--- src/logic/mem_pkg.sv ---
// Scratch memory and request constants
package mem_pkg;

        // -------------------------------------------------------------------------
        // Memory geometry
        // -------------------------------------------------------------------------
        localparam int MEM_ADDR_W = 4;
        localparam int MEM_DATA_W = 8;
        // Sixteen words
        localparam int MEM_DEPTH  = 1 << MEM_ADDR_W;

        // Opcode on top, then address, then data
        localparam int REQ_W      = 1 + MEM_ADDR_W + MEM_DATA_W;

        // Channel count and channel number width
        localparam int N_CH       = 2;
        localparam int CH_W       = (N_CH > 1) ? $clog2(N_CH) : 1;

        // Request opcode
        typedef enum logic {
                op_write = 1'b0,
                op_read  = 1'b1
        } req_op_t;

endpackage : mem_pkg

--- src/logic/shared_mem_port.sv ---
// Single-port scratch memory
`timescale 1ns/1ps

module shared_mem_port (
        input  logic                            axi_aclk,
        input  logic                            axi_aresetn,
        // Granted request
        input  logic                            i_req_strobe,
        input  logic [mem_pkg::CH_W-1:0]        i_req_ch,
        input  logic [mem_pkg::REQ_W-1:0]       i_req_word,
        // Read response
        output logic                            o_rsp_valid,
        output logic [mem_pkg::CH_W-1:0]        o_rsp_ch,
        output logic [mem_pkg::MEM_DATA_W-1:0]  o_rsp_data
);

        localparam int AW = mem_pkg::MEM_ADDR_W;
        localparam int DW = mem_pkg::MEM_DATA_W;
        localparam int RW = mem_pkg::REQ_W;

        // -------------------------------------------------------------------------
        // Request decode
        // -------------------------------------------------------------------------
        mem_pkg::req_op_t w_op;
        logic [AW-1:0]    w_addr;
        logic [DW-1:0]    w_wdata;
        logic             w_do_write;
        logic             w_do_read;

        assign w_op    = mem_pkg::req_op_t'(i_req_word[RW-1]);
        assign w_addr  = i_req_word[DW +: AW];
        assign w_wdata = i_req_word[DW-1:0];

        assign w_do_write = i_req_strobe && (w_op == mem_pkg::op_write);
        assign w_do_read  = i_req_strobe && (w_op == mem_pkg::op_read);

        // -------------------------------------------------------------------------
        // Storage
        // -------------------------------------------------------------------------
        logic [DW-1:0] r_mem [mem_pkg::MEM_DEPTH];

        // Write lands at the end of the grant cycle
        always_ff @(posedge axi_aclk) begin
                if (w_do_write) begin
                        r_mem[w_addr] <= w_wdata;
                end
        end

        // One-cycle response pulse after a read grant
        always_ff @(posedge axi_aclk) begin
                if (!axi_aresetn) begin
                        o_rsp_valid <= 1'b0;
                        o_rsp_ch    <= '0;
                        o_rsp_data  <= '0;
                end else begin
                        o_rsp_valid <= w_do_read;
                        // Data and tag hold between reads
                        if (w_do_read) begin
                                o_rsp_ch   <= i_req_ch;
                                o_rsp_data <= r_mem[w_addr];
                        end
                end
        end

endmodule : shared_mem_port

--- config.mk ---
export PLATFORM = sky130hd
export DESIGN_NAME = shared_mem_port
export DESIGN_NICKNAME = d
export VERILOG_FILES = /design/src/logic/mem_pkg.sv /design/src/logic/shared_mem_port.sv
export SDC_FILE = /design/constraint.sdc
export NUM_CORES = 1
export LEC_CHECK = 0
export BUFFER_PORTS_ARGS = -buffer_cell sky130_fd_sc_hd__buf_2
export CORE_ASPECT_RATIO = 0.75
export CORE_UTILIZATION = 48
export DETAILED_ROUTE_END_ITERATION = 10
export PLACE_DENSITY = 0.71
export SYNTH_ARGS = -nofsm -noshare
export SYNTH_HDL_FRONTEND = slang
export SYNTH_SLANG_ARGS = --single-unit
--- constraint.sdc ---
create_clock -name axi_aclk -period 3.8 [get_ports axi_aclk]
set_input_delay 0.57 -clock axi_aclk [delete_from_list [all_inputs] [get_ports axi_aclk]]
set_output_delay 0.57 -clock axi_aclk [all_outputs]
set_load 0.005 [all_outputs]
* Yosys cells after proc, flatten, opt, wreduce, memory -nomap -nowiden
Memories as Yosys holds them, arrays and structs flattened. A register that Yosys moved wholly into a read port is not among the register bits. Cells that the tools add are included.
Storage, ports and cells: register bits after elaboration 2, bits in latches 0, RAM bits 128, bits in read-only memories 0, bits of input ports 17, logic and storage cells 9, memories kept 1
Memories:
- r_mem | depth 16, bits a word 8, rd ports 1, clocked after memory_dff 1, wr ports 1, line shared_mem_port.sv:40 | logic [DW-1:0] r_mem [mem_pkg::MEM_DEPTH];
Cells by class: add/subtract/negate cells 0, multiply operators 0, div/mod/pow operators 0, magnitude comparators 0, eq/ne operators 0, shift-type cells 0, multiplexer cells 2, bitwise logic cells 1, reductions and logical operators 3
Operators with widths (number):
- logical AND 1 bit | 2
- 2-to-1 mux 1 bit | 2
- zero test 1 bit | 1
- NOT 1 bit | 1

* Longest topological paths before layout
depth in word-level cells 4, mapped depth 7, gate-level depth less buffers 4

* Worst setup path before layout
No wires, ideal clock.
path kind input to register, start input port i_req_word[8] (netlist name), end memory r_mem[2][0] (netlist name), enable pin, setup time 0.370 ns, arrival 1.627 ns, data required time 3.430 ns, setup slack 1.802 ns, stages 5, path through buf_6 > buf_6 > buf_4 > nand3b_1 > nor2_1
RTL lines:
- start, declared | line shared_mem_port.sv:10 | input logic [mem_pkg::REQ_W-1:0] i_req_word,
- end, declared | line shared_mem_port.sv:40
No word-level cell before the write port.

* Worst setup path after layout
start input port i_req_word[8] (netlist name), end memory r_mem[15][0] (netlist name), enable pin
No word-level cell before the write port.

==> run summary <==
The maximum level of the CTS H-tree is 4. Of the total synthesized cell area, the portion taken by full adders, half adders and majority gates is 0%. Yosys mapped the design onto 28 distinct sky130hd cell types. For this block, the via count after detailed routing is 2769.

For this run, asynchronously set or reset flops after synthesis account for 0%. The run gives 33 as the number of cell rows. The logs give 0 for the count of endpoints failing hold in the final timing report and 0 for the number of remaining DRC errors. Along the worst path, the maximum fanout reaches 39. The final critical delay including setup and external delays is 2.38 ns, and the maximum number of pins on one net before global-route repair is 40. The synthesized design contains 138 register bits. The path with the worst hold slack has its endpoint at o_rsp_ch. Dividing the detail-routed wire length by the instance count gives 22.0 microns.

The run gives 0 as the antenna diode instance count. The share of the clock period used by the worst path after layout is 62.7%, and the initial standard-cell utilization of the core is 49.2%. After Yosys synthesis, and, or, nand and nor cells account for 4.67% of the synthesized area. Across the VDD grid, the largest voltage drop is 0.000342 V. The via count of the first global-routing pass came out at 2719. The run finished with clean final reports. Relative to the synthesized area, the layout overhead comes to 15.8%. Worst path buffer plus inverter count: 1. Hold repair after CTS inserted 0 buffers. Final hold analysis gives a worst-case slack of 0.423 ns. At the pin with the least slew margin, the transition time is 1.08 ns. For the total number of nets in the final design, the log shows 343. The library cell used most frequently in the layout, excluding fill and tap cells, is sky130_fd_sc_hd__edfxtp_1.

Height of the die: 93.5 microns. The slowest stage of the critical path is the sky130_fd_sc_hd__buf_2 cell. The tools report the top-level port count as 27. The number of cells traversed by the worst register-to-register path was 4. Of the post-synthesis cell area, the part taken by muxes is 13.0%. The number of nets produced by synthesis was 312; the share of the core filled with cells in the final layout was 57.0%. The final max-slew violation count was 0. The tools report the endpoint kind of the worst setup timing path as a flop. The worst setup path is launched from an input pin. The first global-routing pass estimated 16000 microns of wire.

Adding up every negative setup slack in the final design gives 0 ns. The worst hold path was traced through 3 stages. Clock tree synthesis inserted a total of 17 buffers. The signal on the critical path passes through buf_2, nand3_1, nor2_1. After clock tree synthesis, the setup repair step added 0 buffers.

The xor/xnor cell area share of the yosys netlist is 0%. The fraction of layout cells with a size suffix above 1 was 21.3%; the count of input and output buffers was 26. The worst stage delay on the critical path is 0.78 ns, and the overall die area is 0.0116 sq mm.

Dividing the detail-routed via count by the number of cells gives 5.79. The required time of the critical path is 3.84 ns. The clock insertion delay at the later pin of the skew report came out at 0.42 ns. The run gives 295 as the gate count after technology mapping. The endpoint identified for the worst register-to-register timing path is o_rsp_data[4].

The worst setup skew after layout is 0.0172 ns, and the remaining global-route overflow is 0. The congestion estimate from routability-driven global placement came to 0.810. The clock slew seen by the registers of the worst setup and hold paths came out at 0.05 ns. The wire length reported by the detailed router came out at 10500 microns. The number of buffers between clock root and the deepest sink came out at 2.

For the total number of clock tree sinks, the log shows 138. The cell area that synthesis handed to floorplanning was 0.00536 sq mm. Setup violations remaining at the end of the flow were counted as 0.

Setup repair after global routing left no endpoint under its margin. In this run the standard cell core region covers 0.0109 sq mm. For the initial antenna violation count, the log shows 0.

STA puts the critical path data arrival time at 2.42 ns. The tools report the DRC violation total after the first TritonRoute iteration as 234. In this run the power density over the cells is 577 mW/mm^2. The mean post-synth cell area came out at 18.2 sq um.

The synthesized netlist devotes 5.18% of its cell area to compound gates. The critical path in this run is classified as in2reg. TritonCTS built the clock tree. Once detail routing completed, the nets flagged for antenna violations numbered 0. Headroom to the max-slew limit came out at 28.0%.

The HPWL after detailed placement is 6810 microns. The run gives 2.11 nW as the leakage power. The most used flip-flop cell after synthesis is sky130_fd_sc_hd__edfxtp_1.

Kind of cell adding the most delay to the critical path: simple AND/OR/NAND/NOR gates. The Yosys step of the flow raised 0 warnings. Derived from the worst setup path, the maximum achievable clock frequency is 420 MHz. Max-cap violations in this run came to 0. The worst hold path begins at i_req_ch. In this run the register-to-register setup slack is 2.22 ns. The top cell types in the final layout, fill and taps aside, are sky130_fd_sc_hd__edfxtp_1, sky130_fd_sc_hd__mux2i_1, sky130_fd_sc_hd__buf_2. For this run, the total global-route usage over all layers was measured as 20.3%. The dominant combinational cell family by area after synthesis is multiplexers.

In this run the critical register-to-register path is launched from r_mem[8][4]. The number of synthesized flops with an enable pin works out to 128. The worst hold path belongs to the class in2reg.

The tools report the number of optimization iterations in the first detailed-route pass as 5. The overall die width is 124 microns. Once the clock tree was built, the resizer swapped 0 gates to a different size. The tools report the library cell used as clock root buffer as sky130_fd_sc_hd__clkbuf_16. The run gives 75.4% as the fraction of the yosys area taken by sequential cells.
[synth_stat cells, types with 3 or more instances]
master | count | area, sq um
sky130_fd_sc_hd__a21oi_1 | 6 | 30.0
sky130_fd_sc_hd__a22oi_1 | 6 | 45.0
sky130_fd_sc_hd__buf_4 | 3 | 22.5
sky130_fd_sc_hd__buf_6 | 3 | 33.8
sky130_fd_sc_hd__clkbuf_1 | 5 | 18.8
sky130_fd_sc_hd__dfxtp_1 | 10 | 200
sky130_fd_sc_hd__edfxtp_1 | 128 | 3840
sky130_fd_sc_hd__mux2i_1 | 32 | 320
sky130_fd_sc_hd__mux4_1 | 4 | 105
sky130_fd_sc_hd__mux4_2 | 12 | 270
sky130_fd_sc_hd__nand2_1 | 8 | 30.0
sky130_fd_sc_hd__nand2b_1 | 5 | 31.3
sky130_fd_sc_hd__nor2_1 | 19 | 71.3
sky130_fd_sc_hd__nor2b_1 | 4 | 25.0
sky130_fd_sc_hd__nor3_1 | 4 | 20.0
sky130_fd_sc_hd__o21ai_0 | 8 | 40.0
sky130_fd_sc_hd__o22ai_1 | 20 | 125
[registers in the layout, indices dropped and copies added, names as in the netlist]
register     flops
o_rsp_valid      1
o_rsp_data       8
o_rsp_ch         1
r_mem          128
[cell type report]
type	count	area (sq um)
Multi-Input combinational cell	142	1220
Clock inverter	13	200
Tap cell	140	175
Clock buffer	18	429
Sequential cell	138	4040
Timing Repair Buffer	27	138
Fill cell	814	4690
[tightest hold or removal path, cell delays in order]
cell	delay, ns
sky130_fd_sc_hd__buf_2	0.10
sky130_fd_sc_hd__nand2_1	0.04
sky130_fd_sc_hd__a21boi_0	0.07
[routing by layer]
| layer | wire [microns] | track usage (%) | vias to the layer above |
|---|---|---|---|
| li1 | - | - | 1250 |
| met3 | 710 | 6.71 | 12 |
| met2 | 4520 | 28.0 | 97 |
| met5 | 0 | 0 | - |
| met4 | 78 | 6.35 | 0 |
| met1 | 5220 | 30.3 | 1410 |
[report_power, final]
group	total (mW)	leakage, nW	internal [mW]	switching (mW)
sequential	1.69	1.24	1.68	0.00945
combinational	0.154	0.573	0.0569	0.0971
clock	1.74	0.301	1.15	0.583
total	3.58	2.11	2.89	0.690
[stage by stage]
step | instance area, sq um | std cells | power (mW) | setup WS, ns
6_report | 6210 | 478 | 3.58 | 1.42
5_1_grt | 6210 | 478 | 3.68 | 1.16
4_1_cts | 6210 | 478 | 3.60 | 1.41
3_5_place_dp | 5580 | 447 | 1.88 | 1.00
3_3_place_gp | 5580 | 447 | 1.87 | 1.05
2_1_floorplan | 5360 | 295 | 1.82 | 1.80
[cells by family after synthesis]
kind of cell    Yosys count
flops                   138
simple gates             51
mux                      48
compound gates           43
buf+inv                  15
[how the worst max path moves through the flow]
stage                     cells past startpoint       endpoint  slack (ns)           from
after global placement                        5  o_rsp_data[1]        1.05  i_req_word[8]
after CTS                                     3   r_mem[15][0]        1.41  i_req_word[8]
final                                         3   r_mem[15][0]        1.42  i_req_word[8]
after detailed placement                      3   r_mem[15][7]        1.00  i_req_word[8]
after global routing                          3   r_mem[15][3]        1.16  i_req_word[8]
after floorplan                               5    r_mem[2][0]        1.80  i_req_word[8]
No activity file was read; power rests on OpenSTA's default activity.
