<file path="config.mk">
export PLATFORM = sky130hd
export DESIGN_NAME = gaxi_fifo_sync
export DESIGN_NICKNAME = d
export VERILOG_FILES = /design/src/logic/mem_pkg.sv /design/src/logic/fifo_pkg.sv /design/src/logic/fifo_control.sv /design/src/logic/gaxi_fifo_sync.sv
export SDC_FILE = /design/constraint.sdc
export NUM_CORES = 1
export LEC_CHECK = 0
export ABC_AREA = 1
export BUFFER_PORTS_ARGS = -buffer_cell sky130_fd_sc_hd__buf_2
export CAP_MARGIN = 0
export CORE_UTILIZATION = 60
export CTS_CLUSTER_DIAMETER = 150
export DETAILED_ROUTE_END_ITERATION = 7
export MAX_ROUTING_LAYER = met4
export PLACE_DENSITY = 0.92
export SLEW_MARGIN = 20
export SYNTH_ARGS = -nofsm -noshare
export SYNTH_HDL_FRONTEND = slang
export SYNTH_SLANG_ARGS = --single-unit
</file>
<file path="constraint.sdc">
create_clock -name axi_aclk -period 5 [get_ports axi_aclk]
set_input_delay 1 -clock axi_aclk [delete_from_list [all_inputs] [get_ports axi_aclk]]
set_output_delay 1 -clock axi_aclk [all_outputs]
set_load 0.01 [all_outputs]
</file>
<file path="src/logic/mem_pkg.sv">
// Scratch memory and request constants
package mem_pkg;

        // -------------------------------------------------------------------------
        // Memory geometry
        // -------------------------------------------------------------------------
        localparam int MEM_ADDR_W = 4;
        localparam int MEM_DATA_W = 8;
        // Sixteen words
        localparam int MEM_DEPTH  = 1 << MEM_ADDR_W;

        // Opcode on top, then address, then data
        localparam int REQ_W      = 1 + MEM_ADDR_W + MEM_DATA_W;

        // Channel count and channel number width
        localparam int N_CH       = 2;
        localparam int CH_W       = (N_CH > 1) ? $clog2(N_CH) : 1;

        // Request opcode
        typedef enum logic {
                op_write = 1'b0,
                op_read  = 1'b1
        } req_op_t;

endpackage : mem_pkg

</file>
<file path="src/logic/fifo_pkg.sv">
// Request FIFO constants
package fifo_pkg;

        // -------------------------------------------------------------------------
        // Channel FIFO geometry
        // -------------------------------------------------------------------------

        // Entries held per channel
        localparam int FIFO_DEPTH = 4;

        // One packed request per entry
        localparam int FIFO_DATA_W = mem_pkg::REQ_W;

        // Address bits plus the wrap bit
        localparam int FIFO_CNT_W = $clog2(FIFO_DEPTH) + 1;

endpackage : fifo_pkg

</file>
<file path="src/logic/fifo_control.sv">
// FIFO flag and count logic
`timescale 1ns/1ps

module fifo_control (
        input  logic                            axi_aclk,
        input  logic                            axi_aresetn,
        input  logic [fifo_pkg::FIFO_CNT_W-1:0] i_wr_ptr,
        input  logic [fifo_pkg::FIFO_CNT_W-1:0] i_rd_ptr,
        output logic [fifo_pkg::FIFO_CNT_W-1:0] o_count,
        output logic                            o_full,
        output logic                            o_empty
);

        localparam int CW = fifo_pkg::FIFO_CNT_W;
        localparam int AW = CW - 1;
        // Depth at count width for the wrapped case
        localparam logic [CW-1:0] DEPTH_C = CW'(fifo_pkg::FIFO_DEPTH);

        // Pointer fields
        logic          w_wr_wrap;
        logic          w_rd_wrap;
        logic [AW-1:0] w_wr_addr;
        logic [AW-1:0] w_rd_addr;

        assign w_wr_wrap = i_wr_ptr[AW];
        assign w_rd_wrap = i_rd_ptr[AW];
        assign w_wr_addr = i_wr_ptr[AW-1:0];
        assign w_rd_addr = i_rd_ptr[AW-1:0];

        // -------------------------------------------------------------------------
        // Flags
        // -------------------------------------------------------------------------

        // Same slot, one lap apart
        assign o_full  = (w_wr_addr == w_rd_addr) && (w_wr_wrap != w_rd_wrap);
        assign o_empty = (i_wr_ptr == i_rd_ptr);

        // Occupancy
        always_comb begin
                if (w_wr_wrap == w_rd_wrap) begin
                        // Same lap, plain difference
                        o_count = {1'b0, w_wr_addr} - {1'b0, w_rd_addr};
                end else begin
                        // Writer one lap ahead
                        o_count = DEPTH_C + {1'b0, w_wr_addr} - {1'b0, w_rd_addr};
                end
        end

endmodule : fifo_control

</file>
<file path="src/logic/gaxi_fifo_sync.sv">
// Synchronous ready/valid FIFO
`timescale 1ns/1ps

module gaxi_fifo_sync #(
        parameter int DATA_WIDTH = fifo_pkg::FIFO_DATA_W,
        parameter int DEPTH      = fifo_pkg::FIFO_DEPTH
) (
        input  logic                                axi_aclk,
        input  logic                                axi_aresetn,
        // Write side
        input  logic                                i_wr_valid,
        output logic                                o_wr_ready,
        input  logic [DATA_WIDTH-1:0]               i_wr_data,
        // Read side
        input  logic                                i_rd_ready,
        output logic                                o_rd_valid,
        output logic [DATA_WIDTH-1:0]               o_rd_data,
        // Occupancy
        output logic [((DEPTH > 1) ? $clog2(DEPTH) : 1):0] o_count
);

        // Slot address bits, pointer adds a wrap bit
        localparam int AW = (DEPTH > 1) ? $clog2(DEPTH) : 1;
        localparam int CW = AW + 1;
        localparam logic [AW-1:0] LAST_SLOT = AW'(DEPTH - 1);

        // -------------------------------------------------------------------------
        // Local signals
        // -------------------------------------------------------------------------
        logic [CW-1:0]         r_wr_ptr;
        logic [CW-1:0]         r_rd_ptr;
        logic [CW-1:0]         w_wr_ptr_next;
        logic [CW-1:0]         w_rd_ptr_next;
        logic                  w_full;
        logic                  w_empty;
        logic                  w_write;
        logic                  w_read;
        logic [DATA_WIDTH-1:0] r_mem [DEPTH];

        // Next pointer
        // Last slot jumps to slot 0 and flips the wrap bit
        function automatic logic [CW-1:0] ptr_inc(input logic [CW-1:0] ptr);
                logic [CW-1:0] nxt;
                if (ptr[AW-1:0] == LAST_SLOT) begin
                        nxt = {~ptr[AW], {AW{1'b0}}};
                end else begin
                        nxt = ptr + CW'(1);
                end
                return nxt;
        endfunction

        // -------------------------------------------------------------------------
        // Handshakes
        // -------------------------------------------------------------------------
        assign o_wr_ready = !w_full;
        assign o_rd_valid = !w_empty;

        assign w_write = i_wr_valid && o_wr_ready;
        assign w_read  = i_rd_ready && o_rd_valid;

        assign w_wr_ptr_next = ptr_inc(r_wr_ptr);
        assign w_rd_ptr_next = ptr_inc(r_rd_ptr);

        // Pointer registers
        always_ff @(posedge axi_aclk) begin
                if (!axi_aresetn) begin
                        r_wr_ptr <= '0;
                        r_rd_ptr <= '0;
                end else begin
                        if (w_write) begin
                                r_wr_ptr <= w_wr_ptr_next;
                        end
                        if (w_read) begin
                                r_rd_ptr <= w_rd_ptr_next;
                        end
                end
        end

        // -------------------------------------------------------------------------
        // Flags and count
        // -------------------------------------------------------------------------
        fifo_control u_fifo_control (
                .axi_aclk    (axi_aclk),
                .axi_aresetn (axi_aresetn),
                .i_wr_ptr    (r_wr_ptr),
                .i_rd_ptr    (r_rd_ptr),
                .o_count     (o_count),
                .o_full      (w_full),
                .o_empty     (w_empty)
        );

        // -------------------------------------------------------------------------
        // Storage
        // -------------------------------------------------------------------------

        // Write on accepted push
        always_ff @(posedge axi_aclk) begin
                if (w_write) begin
                        r_mem[r_wr_ptr[AW-1:0]] <= i_wr_data;
                end
        end

        // Head shown without a register stage
        assign o_rd_data = r_mem[r_rd_ptr[AW-1:0]];

endmodule : gaxi_fifo_sync

</file>
======== Yosys cells after proc, flatten, opt, wreduce, memory -nomap -nowiden ========
Memories as Yosys holds them, arrays and structs flattened. A register that Yosys moved wholly into a read port is not among the register bits.
Index checks and enable logic that the tools add are counted.
operators by class
  bitwise operators ....................... 2
  add/subtract/negate cells ............... 5
  multiplexer cells ....................... 7
  reductions and logical operators ........ 5
  eq/ne operators ......................... 6
operator list
  cell                   count
  $mux W3                3
  $add A3 B1 Y3 const B  2
  $eq A2 B2 Y1 const B   2
  $mux W2                2
  $add A3 B2 Y3 const A  1
  $eq A3 B3 Y1           1
  $logic_and A1 B1 Y1    3
  $sub A2 B2 Y3          1
  $sub A3 B2 Y3          1
  $eq A2 B2 Y1           1
  $logic_not A1 Y1       2
  $mux W1                2
  $not A1 Y1             2
  $eq A1 B1 Y1           1
  $ne A1 B1 Y1           1
word-level totals
  word-level logic and storage cells ...... 28
  memory bits (writable) .................. 52
  output and inout port bits .............. 18
  memories ................................ 1
  flip-flop bits (word level) ............. 6
  input port bits ......................... 17
memories
  memory  words  bits a word  read ports  clocked after memory_dff  wr ports  line                  source
  r_mem   4      13           1           1                         1         gaxi_fifo_sync.sv:38  logic [DATA_WIDTH-1:0] r_mem [DEPTH];

======== Longest topological paths before layout ========
Gate-level depths: netlist of the first run.
  depth in word-level cells ............... 6
  depth in mapped cells ................... 9
  gate-level depth less buffers ........... 9

======== By module ========
From an unflattened synthesis of the first run, not the netlist that was laid out.
unflattened totals
  cell total of the unflattened synthesis .. 255
  area, all modules ....................... 2,706.3 um^2
modules (own cells, without submodules)
  module          cells each  area each (um^2)  instances  sequential area each (um^2)
  gaxi_fifo_sync  234         2,588.7           1          1,721.7
  fifo_control    21          117.6             1          0.0

======== Least setup slack after synthesis of the first run ========
No wires, ideal clock.
  path kind ............................... reg-to-output
  from .................................... reg r_wr_ptr[0]
  to ...................................... out o_count[2] (netlist name)
  data required time ...................... 4.000 ns
  arrival ................................. 1.255 ns
  cell stages (with the launch flop) ...... 5
  path buffers ............................ 0
  setup slack ............................. 2.745 ns
  path through ............................ dfxtp_1 -> inv_1 -> ha_1 -> fa_1 -> xor2_1
on the way
  longest elaborated chain between the ends .. 3
  elaborated cells on any way between the ends .. 4
  those cells by class .................... add/sub (3); mux (1)
ends and longest elaborated chain
  element                   line                  source
  start: declaration        gaxi_fifo_sync.sv:30  logic [CW-1:0] r_wr_ptr;
  start signal: assignment  gaxi_fifo_sync.sv:71  r_wr_ptr <= w_wr_ptr_next;
  $add A3 B2 Y3             fifo_control.sv:45    o_count = DEPTH_C + {1'b0, w_wr_addr} - {1'b0, w_rd_addr};
  $sub A3 B2 Y3             fifo_control.sv:45
  $mux W3 (*)               fifo_control.sv:40    if (w_wr_wrap == w_rd_wrap) begin
  end: declaration          gaxi_fifo_sync.sv:19  output logic [((DEPTH > 1) ? $clog2(DEPTH) : 1):0] o_count
Every way passes the cells marked *; elsewhere a longest branch is shown, timed or not.

==> impl_metrics.json, run 1 <==
{
  "r2r-end": "r_mem[2][5]",
  "insertion_delay_ns": 0.32,
  "ios": 35,
  "die_y_um": 65.9,
  "fmax_mhz": 318,
  "drv_cap": 0,
  "worstSetupEndpointType": "primary output",
  "ys_ff_latch": 60,
  "die-area_mm2": 0.00434,
  "rrSetupSlack_ns": 2.60,
  "period_share": 0.630,
  "nNetsFinal": 266,
  "yosys.cell_types.count": 20,
  "rows": 22,
  "finalWirelength_um": 4760,
  "htree_levels": 3,
  "fin_crit_ns": 3.15,
  "port_buffers": 34,
  "rsz0062_at_grt": "false",
  "r2r_cells": 7,
  "initial_utilization": 0.649,
  "cts_root_buf": "clkbuf_8",
  "required_ns": 4.00,
  "grt.overflow.total": 0,
  "arrival_ns": 2.15,
  "max_slew_margin": 0.246,
  "setup_viol_count_final": 0,
  "p_leak_nw": 1.15,
  "hold_buffers": 0,
  "wl_per_cell_um": 16.2,
  "hpwl_um": 2790,
  "diodes": 0,
  "holdPathEnd": "r_wr_ptr[2]",
  "crit_type": "reg2out",
  "tritoncts": "done",
  "cts_resized": 0,
  "drt_iter0_drc": 91,
  "via_count": 1662,
  "synth_area_mm2": 0.00245,
  "clockBufferDepth": 2,
  "min_from": "r_wr_ptr[2]",
  "irDropWorstVdd_uv": 408,
  "grt_pass1_vias": 1609,
  "core_mm2": 0.00377,
  "hold_violations": 0,
  "grt_pass1_wl_um": 7550,
  "drc": 0,
  "cts_buffers": 9,
  "crit_fanout": 27,
  "whs_path_depth": 3,
  "ant_nets": 0,
  "yosys_warnings": 0,
  "synth.net_count": 228,
  "drive_above_1_share": 0.229,
  "rr_startpoint": "r_wr_ptr[0]",
  "grt_max_degree": 28,
  "cp-start-kind": "flop",
  "syn_inst": 203,
  "antenna_found_initial": 0,
  "power_density_mw_per_mm2": 460,
  "clk_pin_slew_ns": 0.06,
  "whs_ns": 0.578,
  "outcome": "finished clean",
  "dieWidth_um": 65.9,
  "setup_tns_ns": 0,
  "skew_ns": 0.00884,
  "tightest_slew_ns": 1.13,
  "fin_total_pwr_mw": 1.31,
  "avgSynthCellArea_um2": 12.0,
  "drtPass1Iterations": 5,
  "drv_slew": 0,
  "clock-sinks": 60,
  "ys_seq_area_frac": 0.704,
  "nFillCells": 224,
  "avgViaCountPerCell": 5.67,
  "synthToLayoutAreaGrowth_pct": 16.4,
  "grt_use_total": 0.261,
  "hold_path_class": "reg2reg",
  "post_cts_buffers": 0,
  "gp_congestion": 0.710
}
[worst max-delay path by stage]
stage	depth (start not counted)	slack [ns]	to
finish	4	1.85	o_rd_data[10]
CTS	4	1.86	o_rd_data[10]
floorplan	4	2.74	o_count[2]
global route	4	1.63	o_rd_data[10]
global placement	4	2.37	o_rd_data[10]
detailed placement	4	2.24	o_rd_data[6]
[state kept, by name (all words and copies together), names as in the netlist, named ones only]
| register | count |
|---|---|
| r_mem | 52 |
| r_rd_ptr | 3 |
| r_wr_ptr | 3 |
[logic make-up (layout without fill, tap and decap cells)]
| family | count (synthesis) | after routing | share of synthesized area |
|---|---|---|---|
| AOI/OAI and AO/OA | 40 | 40 | 0.0885 |
| xor gates and xnor gates | 1 | 1 | 0.00358 |
| adders and majority gates | 8 | 8 | 0.0440 |
| buffers and inverters | 25 | 67 | 0.0440 |
| DFF | 60 | 60 | 0.704 |
| and+or+nand+nor | 69 | 69 | 0.116 |
[cell type report]
class / count / area, µm² / area share
tap: 48 / 60.1 / 0.0211
multi-input combinational: 118 / 622 / 0.218
clock buffer: 10 / 128 / 0.0448
inverter: 18 / 67.6 / 0.0237
sequential: 60 / 1720 / 0.605
clock inverter: 5 / 77.6 / 0.0273
timing repair buffer: 34 / 170 / 0.0598
[per-stage QoR]
stage	instance area, µm²	instances	setup slack [ns]	utilization
after floorplan	2450	203	2.74	-
after global placement	2640	278	2.37	0.699
after detailed placement	2640	278	2.24	0.700
after CTS	2840	293	1.86	0.754
after global routing	2850	293	1.63	0.755
final	2850	293	1.85	0.755
[per-layer routing]
| metal | GRT usage | vias up | share of wire |
|---|---|---|---|
| li1 | - | 779 | - |
| met1 | 0.290 | 778 | 0.37 |
| met2 | 0.409 | 91 | 0.52 |
| met3 | 0.0621 | 14 | 0.081 |
| met4 | 0.193 | 0 | 0.030 |
| met5 | - | - | 0 |
[report_power, final]
part,internal (mW),switching [mW]
Clock,0.276,0.172
Combinational,0.0919,0.158
Sequential,0.578,0.0321
Total,0.946,0.363
[synth_stat cells, drive strengths merged]
master	instances	area (µm²)
a21oi	1	5.00
dfxtp	8	160
edfxtp	52	1560
ha	7	87.6
nor2	43	161
buf	5	32.5
xor2	1	8.76
fa	1	20.0
nand3	4	30.0
o22ai	13	81.3
inv	18	67.6
clkbuf	2	7.51
nand2	22	92.6
o21ai	26	130
[cell usage in the layout, fill, tap and decap left out]
master and n:
inv_1 15, nand3_1 2, o22ai_1 13, nand2_4 1
o21ai_1 6, bufinv_16 2, ha_1 7, fa_1 1
inv_2 3, edfxtp_1 52, o21ai_0 20, clkinv_1 1
a21oi_1 1, dfxtp_1 8, nor2_1 41, clkinv_2 1
clkbuf_1 1, nor2_2 2, nand2_1 20, nand3_2 2
clkbuf_8 9, nand2_2 1, xor2_1 1, clkinv_4 1
buf_2 34
[critical path, cell delays in order, from the launching register on]
cell	delay (ns)
dfxtp_1	0.87
inv_2	0.39
o21ai_0	0.28
o22ai_1	0.12
buf_2	0.15
(Power assumes the default switching activity.)
==> run 2: changes to the inputs <==
Settings changed: ABC_AREA 1 to 0, CORE_UTILIZATION 60 to 56, PLACE_DENSITY 0.92 to 0.87.
Clock period 5 ns to 3.2 ns, I/O delays scaled along.
==> impl_metrics.json, run 2 <==
{
  "skew_ns": 0.00459,
  "synth_edf_count": 52,
  "crit_path_start": "r_wr_ptr[0]",
  "worst_path_max_delay_cell": "dfxtp_1",
  "grt_pass1_wl_um": 6500,
  "drv_slew": 0,
  "port_buffers": 34,
  "fin_crit_ns": 2.66,
  "ant_nets": 0,
  "arrival_ns": 2.02,
  "required_ns": 2.56,
  "hpwl_um": 2810,
  "tightest_slew_ns": 0.842,
  "yosys_warnings": 0,
  "grt_use_total": 0.215,
  "ys_seq_area_frac": 0.694,
  "cpPeakStageDelay_ns": 0.44,
  "yosys.cell_types.count": 28,
  "cts_resized": 0,
  "via_count": 1348,
  "drv_cap": 0,
  "die_y_um": 68.5,
  "finalWirelength_um": 4180,
  "nFillCells": 258,
  "final_area_mm2": 0.00285,
  "initial_utilization": 0.603,
  "antenna_found_initial": 0,
  "setup_tns_ns": 0,
  "max_slew_margin": 0.438,
  "outcome": "finished clean",
  "avgViaCountPerCell": 5.89,
  "final_cell_mix": "52 x edfxtp_1, 34 x buf_2, 13 x mux4_2, 9 x clkbuf_8, 8 x dfxtp_1",
  "rr_startpoint": "r_wr_ptr[0]",
  "synth_area_mm2": 0.00248,
  "post_cts_buffers": 0,
  "drt_iter0_drc": 141,
  "clock-sinks": 60,
  "crit_type": "reg2out",
  "crit_fanout": 11,
  "irDropWorstVdd_uv": 605,
  "cp-start-kind": "flop",
  "grt_pass1_vias": 1324,
  "drtPass1Iterations": 4,
  "clockBufferDepth": 2,
  "rows": 23,
  "hold_buffers": 0,
  "post-synth-top-area-cell": "edfxtp_1",
  "hold_path_class": "in2reg",
  "die-area_mm2": 0.00470,
  "path_cells": "inv_1 > ha_1 > nand2_1 > or2_2 > buf_2",
  "fmax_mhz": 376,
  "setup_viol_count_final": 0,
  "final_util": 0.691,
  "diodes": 0,
  "cts_buffers": 9,
  "synth.most_common_cell": "edfxtp_1",
  "nNetsFinal": 199,
  "tritoncts": "done",
  "largest_register_ffs": 52,
  "dieWidth_um": 68.5,
  "synth_common_cells": "52 x edfxtp_1, 13 x mux4_2, 8 x dfxtp_1",
  "yosys.area.top_type_share": 0.630,
  "period_share": 0.830,
  "drive_above_1_share": 0.330,
  "layout_commonest_cell": "edfxtp_1",
  "syn_inst": 133,
  "synthToLayoutAreaGrowth_pct": 14.7,
  "grt_max_degree": 18,
  "drc": 0,
  "gp_congestion": 0.741,
  "instances_no_fill": 229,
  "grt.overflow.total": 0,
  "cts_root_buf": "clkbuf_8",
  "ys_ff_latch": 60,
  "core_mm2": 0.00412,
  "r2r_cells": 5,
  "htree_levels": 3,
  "hold_violations": 0,
  "insertion_delay_ns": 0.32,
  "fin_total_pwr_mw": 2.49,
  "clk_pin_slew_ns": 0.06,
  "place_inst": 213,
  "async_flop_share": 0,
  "rsz0062_at_grt": "false",
  "wl_per_cell_um": 18.3,
  "power_density_mw_per_mm2": 874,
  "synth_ff_type": "edfxtp_1",
  "synth.net_count": 158,
  "whs_path_depth": 1,
  "avgSynthCellArea_um2": 18.6,
  "worstSetupEndpointType": "primary output",
  "dpl-instance-area_mm2": 0.00269,
  "ios": 35,
  "p_leak_nw": 1.06,
  "synth_area_leaders": "edfxtp_1 63%, mux4_2 12%, dfxtp_1 6.5%, ha_1 3.5%, and2_1 1.3%",
  "min_from": "i_wr_data[6]"
}
[run 2: path summary, 6_finish.rpt]
kind	endpoint	slack (ns)
worst max-delay path	o_wr_ready	0.54
worst min-delay path	r_mem[2][6]	0.53
worst max register to register	r_mem[3][11]	0.79
worst min register to register	r_wr_ptr[0]	0.63
[run 2: routing by layer]
layer  vias to the layer above  GRT usage  routed length [µm]
li1                        622          -                   -
met1                       682      0.255                1800
met2                        39      0.337                2150
met3                         5     0.0592                 187
met4                         0      0.109                  44
met5                         -          -                   0
[run 2: area by class of cell]
type	instances	area [µm²]	share of cell area
inverter	7	26.3	0.00923
clock buffer	12	135	0.0475
sequential	60	1720	0.605
clock inverter	4	16.3	0.00572
multi-input combinational	62	713	0.251
timing repair buffer	34	170	0.0598
tap	50	62.6	0.0220
[run 2: worst max-delay path: cells and delay by family (launching register included)]
family | cells | cell delay [ns]
fa+ha+maj | 1 | 0.40
buf+inv | 2 | 0.26
flops | 1 | 0.44
simple gates | 2 | 0.61
[run 2: through the flow]
stage	hold slack, ns	worst slack (ns)
2_1_floorplan	0.536	1.12
3_3_place_gp	0.562	0.917
3_5_place_dp	0.609	0.819
4_1_cts	0.526	0.528
5_1_grt	0.524	0.417
6_report	0.531	0.544
[run 2: cells by family after synthesis]
| logic type | after synthesis | synth area share |
|---|---|---|
| xor gates and xnor gates | 2 | 0.0146 |
| and+or+nand+nor | 26 | 0.0631 |
| DFF | 60 | 0.694 |
| buffers and inverters | 11 | 0.0182 |
| AOI/OAI and AO/OA | 11 | 0.0404 |
| muxes | 15 | 0.126 |
| adders and majority gates | 8 | 0.0434 |
[run 2: where the power goes]
group / total, mW / internal (mW) / switching, mW
Sequential: 1.14 / 1.00 / 0.136
Combinational: 0.815 / 0.392 / 0.423
Clock: 0.532 / 0.272 / 0.259
==> run 3: changes to the inputs <==
Clock period 3.2 ns to 2.5 ns, I/O delays scaled along.
==> impl_metrics.json, run 3 (synthesis results as in run 2) <==
{
  "cp.depth": 5,
  "whs_ns": 0.393,
  "fmax_mhz": 417,
  "die_y_um": 68.5,
  "synthToLayoutAreaGrowth_pct": 17.7,
  "hold_path_class": "in2reg",
  "die-area_mm2": 0.00470,
  "antenna_found_initial": 0,
  "worst_path_dominant_cell_family": "simple AND/OR/NAND/NOR gates",
  "drc": 0,
  "cts_root_buf": "clkbuf_8",
  "worst_path_max_delay_cell": "dfxtp_1",
  "grt_pass1_wl_um": 6890,
  "layout_commonest_cell": "edfxtp_1",
  "max_slew_margin": 0.558,
  "place_worst_setup_slack_ns": 0.307,
  "wl_per_cell_um": 19.0,
  "nNetsFinal": 204,
  "insertion_delay_ns": 0.33,
  "rr_startpoint": "r_wr_ptr[0]",
  "core_mm2": 0.00412,
  "drv_cap": 0,
  "clockBufferDepth": 2,
  "hpwl_um": 2910,
  "grt.overflow.total": 0,
  "drt_iter0_drc": 72,
  "power_density_mw_per_mm2": 1150,
  "rsz0062_at_grt": "false",
  "fin_crit_ns": 2.40,
  "avgViaCountPerCell": 5.92,
  "diodes": 0,
  "port_buffers": 34,
  "rrSetupSlack_ns": 0.44,
  "critPathBufInv": 2,
  "ios": 35,
  "crit_type": "reg2out",
  "multi_input_area_um2": 718,
  "fin_ws_ns": 0.104,
  "hold_buffers": 0,
  "largest_register_ffs": 52,
  "min_from": "i_wr_data[9]",
  "outcome": "finished clean",
  "ant_nets": 0,
  "htree_levels": 3,
  "gp_congestion": 0.754,
  "period_share": 0.958,
  "final_cell_mix": "52 x edfxtp_1, 34 x buf_2, 13 x mux4_2, 9 x clkbuf_8, 8 x dfxtp_1",
  "grt_max_degree": 18,
  "setup_tns_ns": 0,
  "drive_above_1_share": 0.368,
  "drv_slew": 0,
  "p_leak_nw": 1.09,
  "skew_ns": 0.00512,
  "final_area_mm2": 0.00292,
  "drtPass1Iterations": 4,
  "grt_use_total": 0.232,
  "tightest_slew_ns": 0.662,
  "nFillCells": 268,
  "r2r-end": "r_mem[2][1]",
  "irDropWorstVdd_uv": 695,
  "cp-start-kind": "flop",
  "setup_viol_count_final": 0,
  "tritoncts": "done",
  "finalWirelength_um": 4410,
  "cts_buffers": 9,
  "dieWidth_um": 68.5,
  "clock-sinks": 60,
  "whs_path_depth": 1,
  "seqCellArea_mm2": 0.00172,
  "initial_utilization": 0.603,
  "dpl-instance-area_mm2": 0.00274,
  "arrival_ns": 1.90,
  "cpPeakStageDelay_ns": 0.42,
  "worstSetupEndpointType": "primary output",
  "hold_violations": 0,
  "r2r_cells": 6,
  "via_count": 1374,
  "clk_pin_slew_ns": 0.06,
  "crit_fanout": 11,
  "required_ns": 2.00,
  "holdPathEnd": "r_mem[2][9]",
  "rows": 23,
  "path_cells": "inv_1 > ha_2 > nand2_2 > or2_2 > buf_2",
  "grt_pass1_vias": 1395
}
[run 3: cell type report]
| cell class | instances | share of cell area |
|---|---|---|
| Inverter | 7 | 0.00900 |
| Clock buffer | 10 | 0.0437 |
| Timing Repair Buffer | 39 | 0.0754 |
| Multi-Input combinational cell | 62 | 0.246 |
| Clock inverter | 4 | 0.0146 |
| Sequential cell | 60 | 0.590 |
| Tap cell | 50 | 0.0214 |
[run 3: layer usage]
| layer | vias up | global-route usage | routed length [µm] |
|---|---|---|---|
| li1 | 631 | - | - |
| met1 | 694 | 0.263 | 1880 |
| met2 | 44 | 0.370 | 2250 |
| met3 | 5 | 0.0789 | 221 |
| met4 | 0 | 0.107 | 52 |
| met5 | - | - | 0 |
[run 3: worst max-delay path by stage]
stage / slack, ns / start / to
3_3_place_gp: 0.45 / r_wr_ptr[0] / r_mem[2][6]
2_1_floorplan: 0.42 / r_wr_ptr[0] / r_mem[3][0]
6_report: 0.10 / r_wr_ptr[0] / o_wr_ready
4_1_cts: 0.08 / r_wr_ptr[0] / o_wr_ready
5_1_grt: 0.01 / r_wr_ptr[0] / o_wr_ready
3_5_place_dp: 0.31 / r_wr_ptr[0] / r_mem[2][1]
[run 3: power breakdown]
part           internal (mW)  switching (mW)  total, mW  leakage [nW]
clock                  0.441           0.340      0.780        0.0871
sequential              1.28           0.119       1.40         0.543
combinational          0.551           0.625       1.18         0.463
[run 3: through the flow]
stage | cells | power (mW) | util
floorplan | 133 | 2.16 | -
global placement | 218 | 2.51 | 0.667
detailed placement | 218 | 2.58 | 0.667
CTS | 232 | 3.38 | 0.709
global route | 232 | 3.55 | 0.709
finish | 232 | 3.36 | 0.709
[run 3: worst register-to-register path, cell delays in order, from the launching register on]
cell and delay (ns):
dfxtp_1 0.42, inv_1 0.13, ha_2 0.35, nand2_2 0.20, o21a_1 0.20, and2_1 0.31
buf_12 0.17
[run 3: what timing repair did]
item,in CTS,in global routing
endpoints found under the setup margin,1,1
buffers inserted,0,0
resized for setup,1,1
gates cloned,0,0
pin swaps,0,0
